## src/cpu_pkg.sv

```systemverilog
`default_nettype none

package cpu_pkg;

  localparam int XLEN       = 32;
  localparam int REG_ADDR_W = 5;
  localparam int MEM_WORDS  = 256;
  localparam int MEM_ADDR_W = $clog2(MEM_WORDS); // word index into memory

  localparam logic [XLEN-1:0] RESET_PC = '0;

  // major opcodes
  localparam logic [6:0] OP_REG    = 7'b0110011;
  localparam logic [6:0] OP_IMM    = 7'b0010011;
  localparam logic [6:0] OP_LOAD   = 7'b0000011;
  localparam logic [6:0] OP_STORE  = 7'b0100011;
  localparam logic [6:0] OP_BRANCH = 7'b1100011;
  localparam logic [6:0] OP_LUI    = 7'b0110111;
  localparam logic [6:0] OP_AUIPC  = 7'b0010111;
  localparam logic [6:0] OP_JAL    = 7'b1101111;
  localparam logic [6:0] OP_JALR   = 7'b1100111;

  typedef enum logic [3:0] {
    ALU_ADD, ALU_SUB, ALU_SLL, ALU_SRL, ALU_SRA,
    ALU_AND, ALU_OR, ALU_XOR, ALU_SLT, ALU_SLTU,
    ALU_PASS_B // lui
  } alu_op_t;

  typedef enum logic [2:0] {
    BR_NONE, BR_BEQ, BR_BNE, BR_BLT, BR_BGE, BR_BLTU, BR_BGEU, BR_JUMP
  } br_t;

  typedef enum logic [1:0] {WB_ALU, WB_MEM, WB_LINK} wb_sel_t;

  typedef struct packed {
    logic [6:0] funct7;
    logic [4:0] rs2;
    logic [4:0] rs1;
    logic [2:0] funct3;
    logic [4:0] rd;
    logic [6:0] opcode;
  } r_fmt_t;

  typedef struct packed {
    logic [11:0] imm;
    logic [4:0]  rs1;
    logic [2:0]  funct3;
    logic [4:0]  rd;
    logic [6:0]  opcode;
  } i_fmt_t;

  // stores and branches share this layout
  typedef struct packed {
    logic [6:0] imm_hi;
    logic [4:0] rs2;
    logic [4:0] rs1;
    logic [2:0] funct3;
    logic [4:0] imm_lo;
    logic [6:0] opcode;
  } s_fmt_t;

  typedef struct packed {
    logic [19:0] imm; // lui/auipc upper bits or scrambled jal offset
    logic [4:0]  rd;
    logic [6:0]  opcode;
  } u_fmt_t;

  typedef union packed {
    r_fmt_t r;
    i_fmt_t i;
    s_fmt_t s;
    u_fmt_t u;
  } instr_u;

endpackage

`default_nettype wire

```

## src/register_file.sv

```systemverilog
`timescale 1ns/1ps
`default_nettype none

module register_file (
  input  logic                            clk,
  input  logic                            rst,
  input  logic                            we,
  input  logic [cpu_pkg::REG_ADDR_W-1:0]  rs1,
  input  logic [cpu_pkg::REG_ADDR_W-1:0]  rs2,
  input  logic [cpu_pkg::REG_ADDR_W-1:0]  rd,
  input  logic [cpu_pkg::REG_ADDR_W-1:0]  dbg_addr,
  input  logic [cpu_pkg::XLEN-1:0]        wdata,
  output logic [cpu_pkg::XLEN-1:0]        rs1_data,
  output logic [cpu_pkg::XLEN-1:0]        rs2_data,
  output logic [cpu_pkg::XLEN-1:0]        dbg_data
);
  import cpu_pkg::*;

  logic [(1<<REG_ADDR_W)-1:0][XLEN-1:0] regs;

  always_ff @(posedge clk or posedge rst) begin
    if (rst) begin
      regs <= '0;
    end else if (we && rd != '0) begin // x0 stays hardwired
      regs[rd] <= wdata;
    end
  end

  assign rs1_data = regs[rs1];
  assign rs2_data = regs[rs2];
  assign dbg_data = regs[dbg_addr];

  a_x0_zero: assert property (@(posedge clk) disable iff (rst) regs[0] == '0)
    else $error("x0 holds a nonzero value");

endmodule

`default_nettype wire

```

## config.mk

```make
export PLATFORM = sky130hd
export DESIGN_NAME = register_file
export DESIGN_NICKNAME = d
export VERILOG_FILES = /design/src/cpu_pkg.sv /design/src/register_file.sv
export SDC_FILE = /design/constraint.sdc
export NUM_CORES = 2
export LEC_CHECK = 0
export BUFFER_PORTS_ARGS = -buffer_cell sky130_fd_sc_hd__buf_4
export CORE_UTILIZATION = 36
export CTS_CLUSTER_SIZE = 12
export DETAILED_ROUTE_END_ITERATION = 8
export REMOVE_ABC_BUFFERS = 1
export SLEW_MARGIN = 20
export SYNTH_ARGS = -nofsm -noshare
export SYNTH_HDL_FRONTEND = slang
export SYNTH_SLANG_ARGS = --single-unit
```

## constraint.sdc

```tcl
create_clock -name clk -period 47.4 [get_ports clk]
set_clock_uncertainty 0.2 [all_clocks]
set_input_delay 14.22 -clock clk [delete_from_list [all_inputs] [get_ports clk]]
set_output_delay 14.22 -clock clk [all_outputs]
set_load 0.02 [all_outputs]
```

==> run metrics <==
GPL Wtd Cong 0.839; Worst setup EP type output pin; Cell Pwr Density 39.4 nW/um^2; endpoints failing setup 0; LEAKAGE 33.0 nW; WS Path Type in2out; area of the mapped netlist 64,700 sq um; Synth top cells by count mux2i_1 (1,536), dfrtp_1 (1,024), mux2_2 (955), nand2_1 (307), nand3_1 (290); insertion delay to the later sink of the worst-skew pair 0.73 ns; GRT Overall Usage 25.4%; Area contributors post-synth dfrtp_1 (40%), mux2i_1 (24%), mux2_2 (17%), a22oi_1 (3.3%), a22o_1 (2.6%); peak supply drop 0.0316 mV; CTS tree done; syn_area_per_cell 11.2 sq um; max-cap violations 0; Hold Slack 0.225 ns; vias in the first global route 49,500; io pins 151; Post-synth EDFFs 0; Yosys reg bits 1,024; placed cells 7,774; minimum clock period 33.26 ns; outcome finished clean; period utilization 70.2%; gr ovfl total 0; RSZ-0062 raised after global routing false; maximum number of pins on one net before global-route repair 135; overall power 2.79 mW; CTS Buf Count 116; Slew @ Worst Pin 1.43 ns; core area 178,000 sq um; relative slew slack 4.53%; CP bufs+invs 5; worst-path fanout max 72; Nets 5,592; CP Cell Sequence buf_8, buf_4, buf_4, buf_4, mux2i_1, a22o_1, nor3_1, a31oi_1, nand3_1, buf_4; Worst Path Required 32.98 ns; first-pass GRT wire length 343,000 um; H-tree depth 3; Post-Route Setup TNS 0 ns; sequential area share after synthesis 39.6%; 1st-iter DRT viols 4,603; post-CTS setup buffers 0; Design Area, Final 70,700 sq um; largest register by flop count regs; fmax 30.1 MHz; die width 426 um; Hold WC Path Type reg2reg; Yosys top cell area share 39.6%; delay-heaviest family, CP buffers and inverters; area leader, netlist dfrtp_1; residual DRC count 0; clk buf depth 3; CTS hold repair buffers 0; Die Ht 426 um; Final Max Slew Viols 0; Top Registers regs x1024; worst path arrival time 18.84 ns; commonest register cell after synthesis dfrtp_1; Slowest-stage cell, CP buf_4; ys async rst share 100%; via count 49,300; yosys warns 0; Fin. Hold Viols 0; drt wl/cell 29.5 um; first drt pass iteration count 8; clk slew on worst S/H paths 0.06 ns; most common cell in the netlist mux2i_1; layout cells sized above 1 26.0%; final std cells w/o fill 7,990; CP Launch Type input port; most used cell along the critical path buf_4; Post-Route WL 236,000 um; Largest register FFs 1,024; placed inst area 66,800 sq um; Post-DP HPWL 126,000 um; Starting Density 36.3%; Post-DRT Antenna Nets 0; IO Port Bufs 150; clock sink count 1,024; Syn Inst Count 5,760; crit-path max cell delay 0.97 ns; root buf cell clkbuf_16; antenna violations before repair 3; die footprint 182,000 sq um; P&R area growth vs syn 9.22%; vias per cell 6.17; CTS resizes 0; count of cell types in the netlist 30; Core Rows 155
[kinds of logic after synthesis]
kind of cell    count (synthesis)  share of synthesized area (%)
simple gates                  744                           5.41
buf+inv                       600                           4.89
flops                        1024                           39.6
compound gates                864                           9.09
mux                          2528                           41.0
[layer usage]
layer	routed length (um)	global-route usage (%)	vias to the layer above
li1	-	-	21000
met5	42	0	-
met4	14900	15.4	6
met2	109000	41.0	2140
met1	95100	31.6	25500
met3	16100	4.22	671
[worst paths after layout]
path                              from           end  slack [ns]  depth (start not counted)
min in group asynchronous          rst     regs[285]       13.42                          2
min                            regs[4]       regs[4]        0.23                          0
max reg2reg                  regs[421]     regs[421]       46.37                          1
max                        dbg_addr[1]  dbg_data[25]       14.14                         10
max in group asynchronous          rst     regs[976]       30.36                          5
min reg2reg                    regs[4]       regs[4]        0.23                          0
[through the flow]
stage,setup slack [ns],util (%)
after CTS,14.19,39.6
after global placement,14.22,37.4
after global routing,13.96,39.6
after floorplan,4.16,-
after detailed placement,14.20,37.4
final,14.14,39.6
[layout by cell type, fill, tap and decap left out, drive strengths merged, types with 2 or more instances in the layout]
| master | count |
|---|---|
| clkbuf | 175 |
| mux2 | 992 |
| buf | 258 |
| a22o | 192 |
| nor3 | 97 |
| a21oi | 288 |
| a22oi | 288 |
| bufinv | 7 |
| clkinvlp | 2 |
| mux2i | 1536 |
| a31oi | 96 |
| inv | 5 |
| nor2 | 20 |
| or2 | 4 |
| nand3 | 290 |
| nand2 | 307 |
| nor2b | 6 |
| and2 | 3 |
| clkinv | 27 |
| nor3b | 4 |
| nand2b | 6 |
| nand3b | 4 |
| dfrtp | 1024 |
[layout make-up]
cell class	instances	area (sq um)
diodes	1	2.50
fillers	17000	108000
clock buffers	175	3490
repair buffers	258	2150
multi-input cells	4136	36100
inverters	1	11.3
flip-flops and latches	1024	25600
well taps	2355	2950
clock inverters	40	407
[report_power, final]
part	internal (mW)	leakage (nW)	switching, mW	total, mW
clock network	0.542	1.94	0.386	0.929
logic	0.322	17.9	0.326	0.647
registers	1.04	13.1	0.170	1.21
(Power assumes the default switching activity.)
