`src/cpu_pkg.sv`:
```
`default_nettype none

package cpu_pkg;

  localparam int XLEN       = 32;
  localparam int REG_ADDR_W = 5;
  localparam int MEM_WORDS  = 256;
  localparam int MEM_ADDR_W = $clog2(MEM_WORDS); // word index into memory

  localparam logic [XLEN-1:0] RESET_PC = '0;

  // major opcodes
  localparam logic [6:0] OP_REG    = 7'b0110011;
  localparam logic [6:0] OP_IMM    = 7'b0010011;
  localparam logic [6:0] OP_LOAD   = 7'b0000011;
  localparam logic [6:0] OP_STORE  = 7'b0100011;
  localparam logic [6:0] OP_BRANCH = 7'b1100011;
  localparam logic [6:0] OP_LUI    = 7'b0110111;
  localparam logic [6:0] OP_AUIPC  = 7'b0010111;
  localparam logic [6:0] OP_JAL    = 7'b1101111;
  localparam logic [6:0] OP_JALR   = 7'b1100111;

  typedef enum logic [3:0] {
    ALU_ADD, ALU_SUB, ALU_SLL, ALU_SRL, ALU_SRA,
    ALU_AND, ALU_OR, ALU_XOR, ALU_SLT, ALU_SLTU,
    ALU_PASS_B // lui
  } alu_op_t;

  typedef enum logic [2:0] {
    BR_NONE, BR_BEQ, BR_BNE, BR_BLT, BR_BGE, BR_BLTU, BR_BGEU, BR_JUMP
  } br_t;

  typedef enum logic [1:0] {WB_ALU, WB_MEM, WB_LINK} wb_sel_t;

  typedef struct packed {
    logic [6:0] funct7;
    logic [4:0] rs2;
    logic [4:0] rs1;
    logic [2:0] funct3;
    logic [4:0] rd;
    logic [6:0] opcode;
  } r_fmt_t;

  typedef struct packed {
    logic [11:0] imm;
    logic [4:0]  rs1;
    logic [2:0]  funct3;
    logic [4:0]  rd;
    logic [6:0]  opcode;
  } i_fmt_t;

  // stores and branches share this layout
  typedef struct packed {
    logic [6:0] imm_hi;
    logic [4:0] rs2;
    logic [4:0] rs1;
    logic [2:0] funct3;
    logic [4:0] imm_lo;
    logic [6:0] opcode;
  } s_fmt_t;

  typedef struct packed {
    logic [19:0] imm; // lui/auipc upper bits or scrambled jal offset
    logic [4:0]  rd;
    logic [6:0]  opcode;
  } u_fmt_t;

  typedef union packed {
    r_fmt_t r;
    i_fmt_t i;
    s_fmt_t s;
    u_fmt_t u;
  } instr_u;

endpackage

`default_nettype wire

```
`src/pc_unit.sv`:
```
`timescale 1ns/1ps
`default_nettype none

module pc_unit (
  input  logic                     clk,
  input  logic                     rst,
  input  logic                     run,
  input  cpu_pkg::br_t             br_kind,
  input  logic                     jalr,
  input  logic                     eq,
  input  logic                     lt,
  input  logic                     ltu,
  input  logic [cpu_pkg::XLEN-1:0] imm,
  input  logic [cpu_pkg::XLEN-1:0] rs1_data,
  output logic [cpu_pkg::XLEN-1:0] pc,
  output logic [cpu_pkg::XLEN-1:0] link
);
  import cpu_pkg::*;

  logic            taken;
  logic [XLEN-1:0] next_pc;
  logic [XLEN-1:0] jalr_target;

  always_comb begin
    case (br_kind)
      BR_BEQ:  taken = eq;
      BR_BNE:  taken = !eq;
      BR_BLT:  taken = lt;
      BR_BGE:  taken = !lt;
      BR_BLTU: taken = ltu;
      BR_BGEU: taken = !ltu;
      BR_JUMP: taken = 1'b1;
      default: taken = 1'b0;
    endcase
  end

  assign link        = pc + 32'd4;
  assign jalr_target = (rs1_data + imm) & ~32'd1;
  assign next_pc     = jalr ? jalr_target : (taken ? pc + imm : link);

  always_ff @(posedge clk or posedge rst) begin
    if (rst) begin
      pc <= RESET_PC;
    end else if (run) begin
      pc <= next_pc;
    end
  end

  a_pc_aligned: assert property (@(posedge clk) disable iff (rst) pc[1:0] == 2'b00)
    else $error("pc not word aligned: %h", pc);

endmodule

`default_nettype wire

```
`config.mk`:
```
export PLATFORM = sky130hd
export DESIGN_NAME = pc_unit
export DESIGN_NICKNAME = d
export VERILOG_FILES = /design/src/cpu_pkg.sv /design/src/pc_unit.sv
export SDC_FILE = /design/constraint.sdc
export NUM_CORES = 1
export LEC_CHECK = 0
export ABC_AREA = 1
export BUFFER_PORTS_ARGS = -buffer_cell sky130_fd_sc_hd__buf_2
export CORE_ASPECT_RATIO = 0.5
export CORE_UTILIZATION = 35
export CTS_CLUSTER_SIZE = 10
export DETAILED_ROUTE_END_ITERATION = 8
export HOLD_SLACK_MARGIN = 0.08
export PLACE_DENSITY = 0.58
export RECOVER_POWER = 50
export SYNTH_ARGS = -nofsm -noshare
export SYNTH_HDL_FRONTEND = slang
export SYNTH_SLANG_ARGS = --single-unit
```
`constraint.sdc`:
```
create_clock -name clk -period 2.59 [get_ports clk]
set_clock_uncertainty 0.15 [all_clocks]
set_input_delay 0.1295 -clock clk [delete_from_list [all_inputs] [get_ports clk]]
set_output_delay 0.1295 -clock clk [all_outputs]
set_load 0.05 [all_outputs]
```
==> results of run 1 <==
## stage by stage
step / hold slack (ns) / cell area [um2] / utilization / setup slack, ns
2_1_floorplan: 0.0956 / 6850 / - / -0.108
3_3_place_gp: 0.131 / 8120 / 0.435 / 0.117
3_5_place_dp: 0.128 / 8120 / 0.435 / 0.0939
4_1_cts: 0.131 / 8270 / 0.443 / 0.0671
5_1_grt: 0.151 / 8290 / 0.444 / -0.0154
6_report: 0.142 / 8290 / 0.444 / 0.0742
## cell families (layout without fill, tap and decap cells)
family / count (synthesis) / count (layout) / share of synthesized area
simple gates: 731 / 731 / 0.459
buf+inv: 185 / 362 / 0.106
compound gates: 179 / 179 / 0.145
fa+ha+maj: 64 / 64 / 0.121
xor+xnor: 38 / 38 / 0.0504
flops: 32 / 32 / 0.119
## per-layer routing
metal | global-route usage | wire length [um]
met5 | 0 | 0
met4 | 0.0447 | 305
met3 | 0.125 | 4600
met2 | 0.445 | 12500
met1 | 0.538 | 16800
## cell type report
class,count,share of cell area
Sequential cell,32,0.0974
Multi-Input combinational cell,1012,0.647
Timing Repair Buffer,187,0.124
Inverter,167,0.0757
Tap cell,259,0.0391
Clock inverter,1,0.000604
Clock buffer,7,0.0160
## synth_stat cells, drive strengths merged, types with 3 or more instances
cell / count
dfrtp: 32
xnor2: 10
xor2: 28
ha: 62
o22ai: 4
a21oi: 88
nor2: 135
nor3: 31
nand2: 428
and2: 3
o211ai: 5
buf: 9
or2: 4
clkbuf: 9
inv: 166
nand3b: 7
o21ai: 55
o21a: 5
nand4: 14
a31oi: 7
nand3: 106
o21bai: 12
## worst reg2reg max path, cell delays in order (launching register included)
cell and delay, ns:
dfrtp_2 0.48, ha_2 0.37, or2_2 0.33, nand3_1 0.09, nand2_1 0.13, nand2_1 0.09
nand2_1 0.12, nand2_1 0.15, nand2_1 0.07, nand2_1 0.06, nand3_1 0.06, nand2_1 0.08
nand2_1 0.05, nand2_1 0.06, nand2_1 0.06
## path summary, 6_finish.rpt
kind / from / endpoint / slack, ns / cells after the start
max reg2reg: pc[2]$_DFFE_PP0P_ / pc[27]$_DFFE_PP0P_ / 0.14 / 14
min reg2reg: pc[0]$_DFFE_PP0P_ / pc[0]$_DFFE_PP0P_ / 0.42 / 1
min in group asynchronous: rst / pc[6]$_DFFE_PP0P_ / 0.57 / 4
max: pc[7]$_DFFE_PP0P_ / link[29] / 0.07 / 8
max in group asynchronous: rst / pc[17]$_DFFE_PP0P_ / 1.04 / 4
min: imm[0] / pc[0]$_DFFE_PP0P_ / 0.14 / 3
## power by group through the flow
stage	logic, mW	registers (mW)	clock network (mW)
after floorplan	2.20	1.11	0
after global placement	3.89	0.730	0
after detailed placement	3.88	0.735	0
after CTS	3.90	0.725	0.619
after global routing	4.29	0.741	0.647
final	4.02	0.735	0.618
## timing repair
item,CTS,global route
gates cloned,0,0
resized for setup,1,15
endpoints found under the setup margin,1,21
hold buffers,1,0
setup buffers,0,2
endpoints found under the hold margin,32,0
==> results.json, run 1 <==
{
  "largest_registers": "pc: 32 flops",
  "power_mw": 5.37,
  "finalSetupTns_ns": 0,
  "mostFrequentLayoutCells": "nand2_1, inv_1, nor2_1",
  "grt_max_degree": 33,
  "ioPinCount": 138,
  "ant_nets": 0,
  "fin_crit_ns": 2.52,
  "dp.cells": 1654,
  "viasPerCell": 5.43,
  "cp_max_fo": 3,
  "maxSlewHeadroom": 0.323,
  "crit_type": "register to output pin",
  "critPathArrivalTime_ns": 2.24,
  "drt-total-wl_um": 34200,
  "portBuffers": 137,
  "cts_buffer_depth": 2,
  "drt_iter0_markers": 1138,
  "critical-path-top-delay-family": "simple AND/OR/NAND/NOR gates",
  "core_um2": 18700,
  "routedWlPerCell_um": 20.6,
  "grt_pass1_vias": 8114,
  "antenna_found_initial": 0,
  "largest_register_ffs": 32,
  "internal_power_mw": 2.07,
  "power.density_nw_per_um2": 649,
  "gp_congestion": 1.02,
  "slowest_delay_ns": 0.44,
  "synth_edf_count": 0,
  "max_freq_mhz": 397,
  "cp_cell_sequence": "buf_4 -> nand2_1 -> nor2_1 -> nand2_1 -> nor2_2 -> nand2_1 -> xnor2_2 -> clkbuf_4",
  "synth.area.top_cells": "nand2_1, dfrtp_1, ha_1, inv_1, nand3_1",
  "start_kind": "register",
  "worst_slew_pin_slew_ns": 1.01,
  "ctsHtreeMaxLevel": 2,
  "syn_area_um2": 6750,
  "status": "complete, no violations",
  "rows": 35,
  "hpwl_um": 29300,
  "drc": 0,
  "max-vdd-ir-drop_mv": 0.377,
  "clock_latency_ns": 0.29,
  "power.leakage_nw": 4.45,
  "clock-sinks": 32,
  "path_buf_inv": 2,
  "diodes": 0,
  "multi_input_comb_area_um2": 5360,
  "fill_cells": 2106,
  "drive_gt1_frac": 0.152,
  "finalNonFillerCells": 1665,
  "cp_slowest_cell": "dfrtp_1",
  "synth_top_area_cell": "nand2_1",
  "endpoint_kind": "output pin",
  "cp_common_cell": "nand2_1",
  "cts_tree": "done",
  "grt_pass1_wl_um": 49800,
  "grt-ovfl-total": 0,
  "cts_buffers": 5,
  "die-area_um2": 19900,
  "finalCritPeriodShare": 0.971,
  "seq_area_frac_synth": 0.119,
  "die_h_um": 100,
  "syn_inst": 1229,
  "dr.pass1.iters": 6,
  "die_w_um": 198,
  "area.growth.synth_to_final_pct": 22.8,
  "seq_area_um2": 807,
  "synth-main-ff-cell": "dfrtp_1",
  "p_sw_frac": 0.614,
  "p_switching_mw": 3.30,
  "top_register": "pc",
  "finalMaxSlewViolations": 0,
  "path_clk_slew_ns": 0.06,
  "ys_ff_latch": 32,
  "seqPwrFrac": 0.137,
  "setup_violations": 0,
  "grt_usage": 0.346,
  "synth_area_per_cell_um2": 5.49,
  "clkPwrFrac": 0.115,
  "nNetsFinal": 1543,
  "start_util": 0.362,
  "vias": 9035,
  "synth.distinct_cells": 42,
  "hold_class": "primary input to register",
  "max_cap_viol_count": 0,
  "pwr-share-comb": 0.748,
  "hold_viol": 0,
  "netlist.area_leader.share": 0.236,
  "cts-root-buf": "clkbuf_16",
  "synth_warnings": 0,
  "worstPathRequired_ns": 2.31,
  "syn-num-nets": 1367,
  "layout_commonest_cell": "nand2_1",
  "async_flop_share": 1.00
}
Note: power is estimated with default switching activity, not from simulation.
==> inputs of run 2 (changes only) <==
Settings changed: CTS_CLUSTER_DIAMETER set to 80.
Clock period 2.59 ns to 2.7 ns, I/O delays scaled along.
==> results.json, run 2 (synthesis results as in run 1) <==
{
  "endpoint_kind": "output pin",
  "grt_pass1_vias": 8347,
  "viasPerCell": 5.44,
  "cts_tree": "done",
  "nNetsFinal": 1539,
  "clkPwrFrac": 0.119,
  "critPathArrivalTime_ns": 2.37,
  "power.leakage_nw": 4.43,
  "cts-root-buf": "clkbuf_16",
  "grt_usage": 0.358,
  "layout_commonest_cell": "nand2_1",
  "finalCritPeriodShare": 0.983,
  "critPathLaunch": "pc[2]$_DFFE_PP0P_",
  "die-area_um2": 19900,
  "final_util": 0.442,
  "drt_iter0_markers": 950,
  "rsz0062_at_grt": "false",
  "die_w_um": 198,
  "clock-sinks": 32,
  "area.growth.synth_to_final_pct": 22.1,
  "crit_type": "register to output pin",
  "worstPathRequired_ns": 2.41,
  "max-vdd-ir-drop_mv": 0.373,
  "finalNonFillerCells": 1662,
  "max_cap_viol_count": 0,
  "hp-start": "imm[0]",
  "start_kind": "register",
  "setup_violations": 0,
  "mostFrequentLayoutCells": "nand2_1, inv_1, nor2_1",
  "largest_registers": "pc: 32 flops",
  "p_sw_frac": 0.619,
  "fill_cells": 2133,
  "ctsHtreeMaxLevel": 2,
  "grt_pass1_wl_um": 51200,
  "power_mw": 5.21,
  "path_clk_slew_ns": 0.06,
  "portBuffers": 137,
  "drive_gt1_frac": 0.143,
  "hold_class": "primary input to register",
  "dr.pass1.iters": 5,
  "seqPwrFrac": 0.129,
  "ioPinCount": 138,
  "drc": 0,
  "power.density_nw_per_um2": 632,
  "ant_nets": 0,
  "cts_buffers": 5,
  "p_switching_mw": 3.22,
  "rows": 35,
  "gp_congestion": 1.02,
  "max_freq_mhz": 377,
  "hpwl_um": 30100,
  "largest_register_ffs": 32,
  "worst_slew_pin_slew_ns": 1.10,
  "dp.cells": 1651,
  "core_um2": 18700,
  "cp_max_fo": 8,
  "r2r_start": "pc[2]$_DFFE_PP0P_",
  "die_h_um": 100,
  "antenna_found_initial": 0,
  "internal_power_mw": 1.98,
  "grt_max_degree": 33,
  "top_register": "pc",
  "clock_latency_ns": 0.30,
  "hold_viol": 0,
  "finalMaxSlewViolations": 0,
  "vias": 9042,
  "maxSlewHeadroom": 0.267,
  "drt-total-wl_um": 35300,
  "routedWlPerCell_um": 21.2,
  "fin_crit_ns": 2.65,
  "status": "complete, no violations",
  "pwr-share-comb": 0.752,
  "cts_buffer_depth": 2,
  "start_util": 0.362,
  "grt-ovfl-total": 0
}
run 2: changes by cell type in the layout (fill, tap and decap cells not counted), sizes merged:
cell	previous run	this run
clkbuf	40	37
clkinv	2	4
diode	0	1
dlygate4sd3	1	2
buf	153	149
run 2: critical path: stages, from the launching register on:
cell	delay (ns)
dfrtp_1	0.45
buf_4	0.22
ha_4	0.20
nand3_4	0.15
nor3_4	0.17
and2_1	0.20
nand2_1	0.07
xor2_1	0.30
inv_1	0.09
buf_2	0.22
run 2: stage by stage:
step | worst slack (ns) | area (um2) | hold slack [ns] | setup TNS, ns
after floorplan | -0.0598 | 6820 | 0.101 | -0.0598
after global placement | 0.148 | 8080 | 0.139 | 0
after detailed placement | 0.218 | 8080 | 0.150 | 0
after CTS | 0.0524 | 8240 | 0.150 | 0
after global routing | 0.0110 | 8240 | 0.197 | 0
final | 0.0472 | 8240 | 0.155 | 0
run 2: routing by layer:
| metal | global-route usage | part of all wire | vias to the layer above |
|---|---|---|---|
| met3 | 0.129 | 0.13 | 21 |
| met5 | 0 | 0 | - |
| met1 | 0.549 | 0.50 | 4294 |
| li1 | - | - | 4322 |
| met4 | 0.0405 | 0.0070 | 0 |
| met2 | 0.473 | 0.37 | 405 |
run 2: worst paths after layout:
| path | slack, ns | end | cells past startpoint |
|---|---|---|---|
| setup / recovery | 0.05 | link[18] | 9 |
| hold / removal | 0.16 | pc[0]$_DFFE_PP0P_ | 3 |
| setup reg to reg | 0.19 | pc[11]$_DFFE_PP0P_ | 11 |
| min in group asynchronous | 0.61 | pc[7]$_DFFE_PP0P_ | 4 |
| hold reg to reg | 0.40 | pc[0]$_DFFE_PP0P_ | 1 |
| max in group asynchronous | 1.11 | pc[17]$_DFFE_PP0P_ | 4 |
run 2: final cells by class:
type,instances,area [um2],area share
clock buffers,5,125,0.0152
inverters,167,627,0.0761
clock inverters,3,18.8,0.00228
flip-flops and latches,32,801,0.0972
well taps,259,324,0.0393
repair buffers,183,995,0.121
multi-input cells,1012,5350,0.649
diodes,1,2.50,0.000304
run 2: power groups by stage:
| stage | Clock (mW) | Combinational, mW | Sequential, mW |
|---|---|---|---|
| after CTS | 0.621 | 3.81 | 0.665 |
| after global placement | 0 | 3.82 | 0.670 |
| final | 0.622 | 3.91 | 0.672 |
| after global routing | 0.640 | 4.18 | 0.683 |
| after floorplan | 0 | 2.10 | 1.06 |
| after detailed placement | 0 | 3.78 | 0.672 |
run 2: timing repair:
item                                   CTS  global route
pin swaps                                0             0
setup endpoints to repair                2            10
setup buffers                            0             0
resized for setup                        2             6
hold buffers                             2             0
endpoints found under the hold margin   33             0
