$ cat src/cpu_pkg.sv
`default_nettype none

package cpu_pkg;

  localparam int XLEN       = 32;
  localparam int REG_ADDR_W = 5;
  localparam int MEM_WORDS  = 256;
  localparam int MEM_ADDR_W = $clog2(MEM_WORDS); // word index into memory

  localparam logic [XLEN-1:0] RESET_PC = '0;

  // major opcodes
  localparam logic [6:0] OP_REG    = 7'b0110011;
  localparam logic [6:0] OP_IMM    = 7'b0010011;
  localparam logic [6:0] OP_LOAD   = 7'b0000011;
  localparam logic [6:0] OP_STORE  = 7'b0100011;
  localparam logic [6:0] OP_BRANCH = 7'b1100011;
  localparam logic [6:0] OP_LUI    = 7'b0110111;
  localparam logic [6:0] OP_AUIPC  = 7'b0010111;
  localparam logic [6:0] OP_JAL    = 7'b1101111;
  localparam logic [6:0] OP_JALR   = 7'b1100111;

  typedef enum logic [3:0] {
    ALU_ADD, ALU_SUB, ALU_SLL, ALU_SRL, ALU_SRA,
    ALU_AND, ALU_OR, ALU_XOR, ALU_SLT, ALU_SLTU,
    ALU_PASS_B // lui
  } alu_op_t;

  typedef enum logic [2:0] {
    BR_NONE, BR_BEQ, BR_BNE, BR_BLT, BR_BGE, BR_BLTU, BR_BGEU, BR_JUMP
  } br_t;

  typedef enum logic [1:0] {WB_ALU, WB_MEM, WB_LINK} wb_sel_t;

  typedef struct packed {
    logic [6:0] funct7;
    logic [4:0] rs2;
    logic [4:0] rs1;
    logic [2:0] funct3;
    logic [4:0] rd;
    logic [6:0] opcode;
  } r_fmt_t;

  typedef struct packed {
    logic [11:0] imm;
    logic [4:0]  rs1;
    logic [2:0]  funct3;
    logic [4:0]  rd;
    logic [6:0]  opcode;
  } i_fmt_t;

  // stores and branches share this layout
  typedef struct packed {
    logic [6:0] imm_hi;
    logic [4:0] rs2;
    logic [4:0] rs1;
    logic [2:0] funct3;
    logic [4:0] imm_lo;
    logic [6:0] opcode;
  } s_fmt_t;

  typedef struct packed {
    logic [19:0] imm; // lui/auipc upper bits or scrambled jal offset
    logic [4:0]  rd;
    logic [6:0]  opcode;
  } u_fmt_t;

  typedef union packed {
    r_fmt_t r;
    i_fmt_t i;
    s_fmt_t s;
    u_fmt_t u;
  } instr_u;

endpackage

`default_nettype wire

$ cat src/inst_decoder.sv
`timescale 1ns/1ps
`default_nettype none

module inst_decoder (
  input  cpu_pkg::instr_u                 instr,
  output logic [cpu_pkg::REG_ADDR_W-1:0]  rs1,
  output logic [cpu_pkg::REG_ADDR_W-1:0]  rs2,
  output logic [cpu_pkg::REG_ADDR_W-1:0]  rd,
  output logic [cpu_pkg::XLEN-1:0]        imm,
  output cpu_pkg::alu_op_t                alu_op,
  output cpu_pkg::br_t                    br_kind,
  output cpu_pkg::wb_sel_t                wb_sel,
  output logic                            alu_src_imm,
  output logic                            alu_src_pc,
  output logic                            reg_we,
  output logic                            mem_we,
  output logic                            mem_byte,
  output logic                            jalr
);
  import cpu_pkg::*;

  logic [XLEN-1:0] imm_i, imm_s, imm_b, imm_u, imm_j;
  logic [2:0]      funct3;
  logic            alt;     // funct7[5] picks sub/sra
  logic            r_ok;
  logic            imm_ok;

  function automatic alu_op_t alu_fn(input logic [2:0] f3, input logic sub_sra);
    alu_op_t op;
    case (f3)
      3'b000:  op = sub_sra ? ALU_SUB : ALU_ADD;
      3'b001:  op = ALU_SLL;
      3'b010:  op = ALU_SLT;
      3'b011:  op = ALU_SLTU;
      3'b100:  op = ALU_XOR;
      3'b101:  op = sub_sra ? ALU_SRA : ALU_SRL;
      3'b110:  op = ALU_OR;
      default: op = ALU_AND;
    endcase
    return op;
  endfunction

  assign funct3 = instr.r.funct3;
  assign alt    = instr.r.funct7[5];

  assign imm_i = {{20{instr.i.imm[11]}}, instr.i.imm};
  assign imm_s = {{20{instr.s.imm_hi[6]}}, instr.s.imm_hi, instr.s.imm_lo};
  assign imm_b = {{20{instr.s.imm_hi[6]}}, instr.s.imm_lo[0], instr.s.imm_hi[5:0],
                  instr.s.imm_lo[4:1], 1'b0};
  assign imm_u = {instr.u.imm, 12'b0};
  assign imm_j = {{12{instr.u.imm[19]}}, instr.u.imm[7:0], instr.u.imm[8],
                  instr.u.imm[18:9], 1'b0};

  // only add/sub and srl/sra have an alternate funct7
  assign r_ok = (instr.r.funct7 == 7'b0) ||
                (instr.r.funct7 == 7'b0100000 && (funct3 == 3'b000 || funct3 == 3'b101));

  always_comb begin
    case (funct3)
      3'b001:  imm_ok = instr.r.funct7 == 7'b0;
      3'b101:  imm_ok = instr.r.funct7 == 7'b0 || instr.r.funct7 == 7'b0100000;
      default: imm_ok = 1'b1;
    endcase
  end

  always_comb begin
    // unknown encodings fall out as no-ops
    rs1         = '0;
    rs2         = '0;
    rd          = '0;
    imm         = '0;
    alu_op      = ALU_ADD;
    br_kind     = BR_NONE;
    wb_sel      = WB_ALU;
    alu_src_imm = 1'b0;
    alu_src_pc  = 1'b0;
    reg_we      = 1'b0;
    mem_we      = 1'b0;
    mem_byte    = 1'b0;
    jalr        = 1'b0;
    case (instr.r.opcode)
      OP_REG: begin
        rs1    = instr.r.rs1;
        rs2    = instr.r.rs2;
        rd     = instr.r.rd;
        alu_op = alu_fn(funct3, alt);
        reg_we = r_ok;
      end
      OP_IMM: begin
        rs1         = instr.i.rs1;
        rd          = instr.i.rd;
        imm         = imm_i;
        alu_src_imm = 1'b1;
        alu_op      = alu_fn(funct3, funct3 == 3'b101 && alt); // srai only
        reg_we      = imm_ok;
      end
      OP_LOAD: begin
        rs1         = instr.i.rs1;
        rd          = instr.i.rd;
        imm         = imm_i;
        alu_src_imm = 1'b1;
        wb_sel      = WB_MEM;
        mem_byte    = funct3 == 3'b100;                      // lbu
        reg_we      = funct3 == 3'b010 || funct3 == 3'b100;
      end
      OP_STORE: begin
        rs1         = instr.s.rs1;
        rs2         = instr.s.rs2;
        imm         = imm_s;
        alu_src_imm = 1'b1;
        mem_byte    = funct3 == 3'b000;                      // sb
        mem_we      = funct3 == 3'b000 || funct3 == 3'b010;
      end
      OP_BRANCH: begin
        rs1 = instr.s.rs1;
        rs2 = instr.s.rs2;
        imm = imm_b;
        case (funct3)
          3'b000:  br_kind = BR_BEQ;
          3'b001:  br_kind = BR_BNE;
          3'b100:  br_kind = BR_BLT;
          3'b101:  br_kind = BR_BGE;
          3'b110:  br_kind = BR_BLTU;
          3'b111:  br_kind = BR_BGEU;
          default: br_kind = BR_NONE;
        endcase
      end
      OP_LUI, OP_AUIPC: begin
        rd          = instr.u.rd;
        imm         = imm_u;
        alu_src_imm = 1'b1;
        alu_src_pc  = instr.u.opcode == OP_AUIPC;
        alu_op      = (instr.u.opcode == OP_AUIPC) ? ALU_ADD : ALU_PASS_B;
        reg_we      = 1'b1;
      end
      OP_JAL: begin
        rd      = instr.u.rd;
        imm     = imm_j;
        br_kind = BR_JUMP;
        wb_sel  = WB_LINK;
        reg_we  = 1'b1;
      end
      OP_JALR: begin
        if (funct3 == 3'b000) begin
          rs1     = instr.i.rs1;
          rd      = instr.i.rd;
          imm     = imm_i;
          br_kind = BR_JUMP;
          jalr    = 1'b1;
          wb_sel  = WB_LINK;
          reg_we  = 1'b1;
        end
      end
      default: ;
    endcase
  end

endmodule

`default_nettype wire

$ cat config.mk
export PLATFORM = sky130hd
export DESIGN_NAME = inst_decoder
export DESIGN_NICKNAME = d
export VERILOG_FILES = /design/src/cpu_pkg.sv /design/src/inst_decoder.sv
export SDC_FILE = /design/constraint.sdc
export NUM_CORES = 1
export LEC_CHECK = 0
export BUFFER_PORTS_ARGS = -buffer_cell sky130_fd_sc_hd__buf_2
export CORE_ASPECT_RATIO = 1.4
export CORE_MARGIN = 1
export CORE_UTILIZATION = 30
export DETAILED_ROUTE_END_ITERATION = 10
export GPL_TIMING_DRIVEN = 0
export PLACE_DENSITY = 0.8
export SLEW_MARGIN = 20
export SYNTH_ARGS = -nofsm -noshare
export SYNTH_HDL_FRONTEND = slang
export SYNTH_SLANG_ARGS = --single-unit
$ cat constraint.sdc
create_clock -name vclk -period 1.84
set_clock_uncertainty 0.05 [all_clocks]
set_input_delay 0.276 -clock vclk [all_inputs]
set_output_delay 0.276 -clock vclk [all_outputs]
set_load 0.05 [all_outputs]
==> impl_metrics.csv, run 1 <==
group,metric,value,unit
status,status,"complete, but fails checks",
status,violations,"setup timing",
drt,wl_met1,2.154,mm
drt,vias,1705,
logic_synthesis,syn_area_per_cell,6.741,um^2
logic_synthesis,netlist.area_leader.share,15.69,%
clock_network,cts_hold_buffers,0,
timing,max_slew_margin,53.52,%
die,io_pins,94,
die,rows,23,
layout,layout-drive-gt1-share,79.92,%
layout,syn_to_final_growth,161.8,%
timing,setup_viol,50,
drt,drtIter0Drc,103,
die,dieHeight,68.84,um
layout,clkbuf_count,0,
worst_setup_path,worstSetupPathType,"input pin to primary output",
global_route,grt_pass1_wl,7.852,mm
global_route,grt_overflow_total,0,
logic_synthesis,synth.yosys.seq_area_share,0,%
power,power,392.1,uW
global_route,grt_pass1_vias,1635,
layout,nFlopsAndLatches,0,
die,dieArea,3424,um^2
placement,place.port_buffers,93,
global_route,antenna_found_initial,0,
drt,ant_nets,0,
drt,wl_met3,610,um
timing,final_hold_viol_count,0,
die,initial_core_util,32.61,%
power,peakVddDrop,99.10,uV
timing,tightest_slew,687.5,ps
logic_synthesis,syn-num-nets,174,
placement,placed_area,1764,um^2
logic_synthesis,syn_area,957.2,um^2
worst_setup_path,cp.required,1510,ps
layout,layout_commonest_cell,"buf_8",
logic_synthesis,yosys.area.top_type,"a21o_1",
layout,layout_common_cells,"buf_8 (44), buf_2 (34), buf_6 (21), and2_4 (16), a21o_4 (12)",
layout,diodes,0,
placement,place_congestion,0.8929,
layout,post-route-util,85.38,%
die,die_w,49.74,um
job,cap_violations,0,
layout,nNetsFinal,283,
worst_hold_path,hold_path.class,"input pin to primary output",
drt,routed.top_layer,"met4",
timing,rsz0062_at_grt,"true",
worst_setup_path,start_kind,"input pin",
logic_synthesis,yosys-top-cells-area,"a21o_1 (16%), and2_1 (14%), a22o_1 (3.7%)",
layout,fillers,149,
logic_synthesis,yosysUniqueCellTypes,47,
drt,drc_errors,0,
power,p_per_area,156.5,nW/um^2
timing,min_period,2279,ps
drt,vias_per_cell,5.962,
logic_synthesis,synthCells,142,
drt,drt_wl_total,6.119,mm
layout,seqCellArea,0,um^2
timing,slew_viol_final,0,
placement,post-dp-hpwl,3.090,mm
layout,multi_input_area,1245,um^2
drt,wl_per_cell,21.40,um
drt,dr_wl_met2,3.201,mm
worst_setup_path,path_max_fanout,5,
global_route,track_usage,29.51,%
layout,fin_area,2506,um^2
worst_setup_path,cp.arrival,1950,ps
timing,finalWorstSetupSlack,-438.8,ps
global_route,grt_max_degree,14,
timing,min_period_over_period,123.8,%
power,leakagePower,0.001203,uW
logic_synthesis,yosys_warnings,0,
worst_setup_path,end_kind,"primary output",
drt,firstDrtPassIters,4,
die,coreArea,2935,um^2
timing,fmax,438.8,MHz
[report_power, final]
| part | leakage (uW) | total, uW | internal, uW | switching, uW |
|---|---|---|---|---|
| registers | 0 | 0 | 0 | 0 |
| clock network | 0 | 0 | 0 | 0 |
| logic | 0.00120 | 392 | 159 | 233 |
| total | 0.00120 | 392 | 159 | 233 |
[path summary, 6_finish.rpt]
kind	slack, ps	cells after the start	from	endpoint
setup / recovery	-440	6	instr[2]	imm[29]
hold / removal	840	3	instr[26]	imm[26]
[metal layers]
layer	vias up	GRT usage [%]
met4	0	9.643
met2	147	61.15
met3	15	5.044
li1	749	-
met5	-	0
met1	794	29.20
[logic make-up after synthesis]
logic type      Yosys count  share of synthesized area, %
buf+inv                  14                         8.626
mux                       1                         1.046
xor+xnor                  3                         2.746
compound gates           53                         41.18
simple gates             71                         46.41
[area by class of cell]
cell class	count	share of cell area (%)
Multi-Input combinational cell	128	49.68
Timing Repair Buffer	108	44.53
Buffer	7	2.746
Tap cell	37	1.847
Inverter	6	1.198
[per-stage QoR]
step           setup TNS [ps]  setup WS, ps  hold WS, ps  instances
2_1_floorplan           -4802        -267.0        674.3        142
3_3_place_gp           -20900        -598.5        853.4        272
3_5_place_dp           -21150        -601.8        855.5        272
4_1_cts                -12340        -377.1        822.4        283
5_1_grt                -15870        -457.2        851.9        286
6_report               -14960        -438.8        844.7        286
[critical path, stage by stage]
cell       delay, ps
buf_8            100
or4_4            590
a2111oi_4        490
buf_4            250
a21o_4           110
buf_8            140
[synth_stat cells, drive strengths merged, types with 2 or more instances]
cell    count
or4         5
clkbuf      3
nand2       7
nor2b       3
o31ai       2
nor2       10
a21o       20
nand3       2
o21ai       9
or3         3
a22o        4
and2       23
xnor2       2
a211oi      2
nor3        4
buf         5
and3        5
inv         6
a21oi       7
[repair_timing]
action,in CTS,in global routing
cloned,1,0
pin swaps,15,13
endpoints found under the setup margin,52,59
setup buffers,11,3
resized for setup,169,21
Power figures use the tool's default switching activity.
==> run 2, diff against run 1 <==
CORE_MARGIN = not set   (was 1)
PLACE_DENSITY = 0.78   (was 0.8)
clock period = 2.7 ns   (was 1.84 ns; I/O delays follow)
==> impl_metrics.csv, run 2 (synthesized netlist as in run 1, its figures left out) <==
group,metric,value,unit
status,status,"complete, no violations",
layout,nNetsFinal,269,
placement,place_congestion,0.8379,
worst_setup_path,slowest_delay,540,ps
global_route,grt_pass1_vias,1201,
timing,setup_viol,0,
drt,vias,1423,
drt,vias_per_cell,5.232,
clock_network,postCtsSetupRepairBufs,0,
layout,seqCellArea,0,um^2
timing,finalWorstSetupSlack,63.90,ps
global_route,grt_overflow_total,0,
die,rows,23,
timing,fmax,379.3,MHz
worst_setup_path,cp.arrival,2180,ps
drt,wl_per_cell,13.55,um
worst_setup_path,cp.required,2250,ps
worst_setup_path,start_kind,"input pin",
timing,slew_viol_final,0,
placement,post-place-ws,69.67,ps
global_route,grt_pass1_wl,5.375,mm
die,initial_core_util,32.61,%
layout,layout_common_cells,"buf_2 (83), and2_1 (22), a21o_1 (20), clkbuf_4 (10), nor2_1 (9)",
worst_hold_path,min_from,"instr[4]",
worst_setup_path,end_kind,"primary output",
global_route,grt_max_degree,11,
clock_network,cts_hold_buffers,0,
placement,place.port_buffers,93,
power,peakVddDrop,55.09,uV
layout,instances_no_fill,272,
global_route,antenna_found_initial,0,
die,io_pins,94,
layout,fillers,311,
power,power,179.2,uW
layout,syn_to_final_growth,59.22,%
layout,layout-drive-gt1-share,49.36,%
timing,rsz0062_at_grt,"false",
worst_setup_path,crit_chain,"buf_2 -> or4_4 -> or4_4 -> a221oi_2 -> a311o_1 -> buf_2",
timing,final_hold_viol_count,0,
placement,post-dp-hpwl,2.958,mm
worst_setup_path,worstSetupPathType,"input pin to primary output",
die,die_w,49.74,um
layout,diodes,0,
drt,drtIter0Drc,36,
layout,nFlopsAndLatches,0,
worst_hold_path,hold_path.class,"input pin to primary output",
die,dieHeight,68.84,um
layout,layout_commonest_cell,"buf_2",
global_route,track_usage,19.33,%
timing,tightest_slew,849.3,ps
placement,dp_cells,272,
worst_setup_path,worst-path-buf-inv,2,
worst_setup_path,cp-startpoint,"instr[26]",
power,leakagePower,0.0009924,uW
power,p_per_area,117.6,nW/um^2
drt,firstDrtPassIters,4,
drt,ant_nets,0,
timing,tns,0,ps
timing,max_slew_margin,42.89,%
die,dieArea,3424,um^2
die,coreArea,2935,um^2
worst_setup_path,crit_family,"simple AND/OR/NAND/NOR gates",
worst_setup_path,critical_path.slowest_cell,"or4_4",
worst_hold_path,holdPathEnd,"mem_byte",
job,cap_violations,0,
worst_hold_path,hold_depth,3,
drt,drc_errors,0,
worst_setup_path,path_max_fanout,3,
timing,min_period_over_period,97.63,%
drt,drt_wl_total,3.686,mm
layout,clkbuf_count,0,
timing,min_period,2636,ps
-- run 2: worst max-delay path by stage --
| stage | end | slack (ps) | cells past startpoint |
|---|---|---|---|
| after floorplan | rs1[0] | 80 | 5 |
| after global placement | reg_we | 80 | 6 |
| after detailed placement | imm[21] | 70 | 7 |
| after CTS | imm[21] | 70 | 7 |
| after global routing | reg_we | 3 | 6 |
| final | reg_we | 60 | 6 |
-- run 2: routing by layer --
layer  routed length, um  vias up  global-route usage [%]
li1                    -      719                       -
met1                1380      633                   21.32
met2                1995       65                   39.19
met3                 249        6                   1.535
met4                  61        0                   5.000
met5                   0        -                       0
-- run 2: where the power goes --
group	internal (uW)	switching, uW
logic	59.6	120
registers	0	0
clock network	0	0
total	59.6	120
-- run 2: layout make-up --
class	instances	area, um^2	share of cell area [%]
multi-input combinational	128	904.6	59.36
timing repair buffer	93	490.5	32.18
buffer	8	60.06	3.941
tap	37	46.29	3.038
inverter	6	22.52	1.478
-- run 2: tightest hold or removal path: cells and delay by family --
| family | cells | cell delay [ps] |
|---|---|---|
| buffers and inverters | 2 | 310 |
| and+or+nand+nor | 1 | 60 |
-- run 2: through the flow --
| stage | util (%) | hold WS (ps) | instance area [um^2] |
|---|---|---|---|
| finish | 51.92 | 1131 | 1524 |
| global route | 51.92 | 1156 | 1524 |
| CTS | 50.47 | 1128 | 1481 |
| detailed placement | 50.47 | 1127 | 1481 |
| global placement | 50.47 | 1126 | 1481 |
| floorplan | - | 996.6 | 969.7 |
-- run 2: timing repair --
action / in CTS / in global routing
hold endpoints to repair: 0 / 0
setup endpoints to repair: 0 / 19
gates resized for setup: 0 / 12
==> run 3, diff against run 2 <==
RECOVER_POWER = 100   (was not set)
SKIP_LAST_GASP = 1   (was not set)
==> impl_metrics.csv, run 3 (synthesized netlist as in run 1, its figures left out) <==
group,metric,value,unit
worst_setup_path,path_max_fanout,3,
drt,firstDrtPassIters,4,
timing,max_slew_margin,41.98,%
power,p_clk_share,0,%
drt,wl_met1,1.391,mm
power,combinationalPowerShare,100.0,%
drt,dr_wl_met2,2.009,mm
power,p_per_area,119.1,nW/um^2
worst_setup_path,crit_chain,"buf_2 -> or4_4 -> or4_4 -> a221oi_2 -> a311o_1 -> buf_2",
placement,place.port_buffers,93,
drt,vias,1422,
layout,seqCellArea,0,um^2
layout,layout_common_cells,"buf_2 (38), clkbuf_2 (28), clkbuf_1 (21), a21o_1 (20), and2_1 (19)",
timing,holdWs,1172,ps
layout,clkbuf_count,0,
power,leakagePower,0.0008859,uW
layout,multi_input_area,904.6,um^2
timing,rsz0062_at_grt,"true",
drt,routed.top_layer,"met4",
power,power_frac_seq,0,%
timing,min_period,2638,ps
global_route,antenna_found_initial,0,
power,p_int,58.66,uW
die,dieHeight,68.84,um
timing,final_hold_viol_count,0,
status,status,"complete, no violations",
drt,ant_nets,0,
drt,drt_wl_total,3.661,mm
die,dieArea,3424,um^2
global_route,grt_overflow_total,0,
global_route,grt_pass1_wl,5.375,mm
layout,syn_to_final_growth,56.60,%
worst_setup_path,cp-startpoint,"instr[26]",
die,initial_core_util,32.61,%
clock_network,postCtsSetupRepairBufs,0,
timing,min_period_over_period,97.70,%
timing,setup_viol,0,
global_route,grt_max_degree,11,
clock_network,cts_hold_buffers,0,
global_route,grt_pass1_vias,1201,
power,power.net_switching,119.9,uW
layout,nFlopsAndLatches,0,
drt,drtIter0Drc,27,
power,peakVddDrop,54.11,uV
job,cap_violations,0,
placement,place_congestion,0.8379,
layout,layout_commonest_cell,"buf_2",
layout,diodes,0,
worst_hold_path,hold_depth,3,
worst_setup_path,slowest_delay,540,ps
layout,nNetsFinal,269,
placement,post-dp-hpwl,2.958,mm
worst_setup_path,cp.arrival,2180,ps
die,io_pins,94,
drt,vias_per_cell,5.228,
worst_setup_path,crit_path_end,"reg_we",
worst_setup_path,worstSetupPathType,"input pin to primary output",
worst_setup_path,start_kind,"input pin",
worst_setup_path,cp.required,2250,ps
layout,layout-drive-gt1-share,41.70,%
power,power,178.5,uW
die,die_w,49.74,um
global_route,track_usage,19.33,%
worst_setup_path,critical_path.slowest_cell,"or4_4",
drt,wl_met3,223,um
worst_hold_path,hold_path.class,"input pin to primary output",
worst_setup_path,end_kind,"primary output",
die,rows,23,
drt,wl_per_cell,13.46,um
layout,fillers,314,
timing,fmax,379.1,MHz
power,switching_share,67.14,%
drt,drc_errors,0,
timing,tightest_slew,863.0,ps
die,coreArea,2935,um^2
timing,slew_viol_final,0,
run 3: cell count changes in the layout (fill, tap and decap cells not counted):
| cell | previous run | this run |
|---|---|---|
| buf_2 | 83 | 38 |
| clkbuf_4 | 10 | 9 |
| clkbuf_1 | 3 | 21 |
| and2_1 | 22 | 19 |
| and2_0 | 0 | 3 |
| clkbuf_2 | 0 | 28 |
run 3: repair_timing:
item | 4_1_cts | 5_1_grt
endpoints found under the hold margin | 0 | 0
endpoints found under the setup margin | 0 | 19
gates resized for setup | 0 | 11
run 3: critical path: cells and delay by family:
kind,cells,cell delay [ps]
AND/OR/NAND/NOR,2,1040
buffers and inverters,2,370
AO/OA/AOI/OAI,2,370
run 3: cell type report:
| class | instances | area share [%] |
|---|---|---|
| timing repair buffer | 93 | 31.05 |
| inverter | 6 | 1.503 |
| buffer | 8 | 4.007 |
| multi-input combinational | 128 | 60.35 |
| tap | 37 | 3.088 |
run 3: worst min-delay path by stage:
stage / startpoint / slack, ps / to
after detailed placement: instr[4] / 1130 / mem_byte
after CTS: instr[4] / 1130 / mem_byte
after global placement: instr[4] / 1130 / mem_byte
after global routing: instr[16] / 1190 / rs1[1]
final: instr[17] / 1170 / rs1[2]
after floorplan: instr[3] / 1000 / jalr
run 3: metal layers:
layer / up-vias / global-route usage, %
met5: - / 0
li1: 718 / -
met2: 61 / 39.19
met1: 639 / 21.32
met3: 4 / 1.535
met4: 0 / 5.000
run 3: power groups by stage:
stage / sequential (uW) / clock (uW) / combinational (uW)
6_report: 0 / 0 / 179
2_1_floorplan: 0 / 0 / 114
3_3_place_gp: 0 / 0 / 172
4_1_cts: 0 / 0 / 174
3_5_place_dp: 0 / 0 / 174
5_1_grt: 0 / 0 / 193
run 3: per-stage QoR:
step | area (um^2) | setup TNS, ps | utilization (%) | setup slack [ps] | std cells
floorplan | 969.7 | 0 | - | 84.07 | 142
global placement | 1481 | 0 | 50.47 | 78.88 | 272
detailed placement | 1481 | 0 | 50.47 | 69.67 | 272
CTS | 1481 | 0 | 50.47 | 69.83 | 272
global route | 1499 | -1.006 | 51.07 | -1.006 | 272
finish | 1499 | 0 | 51.07 | 62.02 | 272
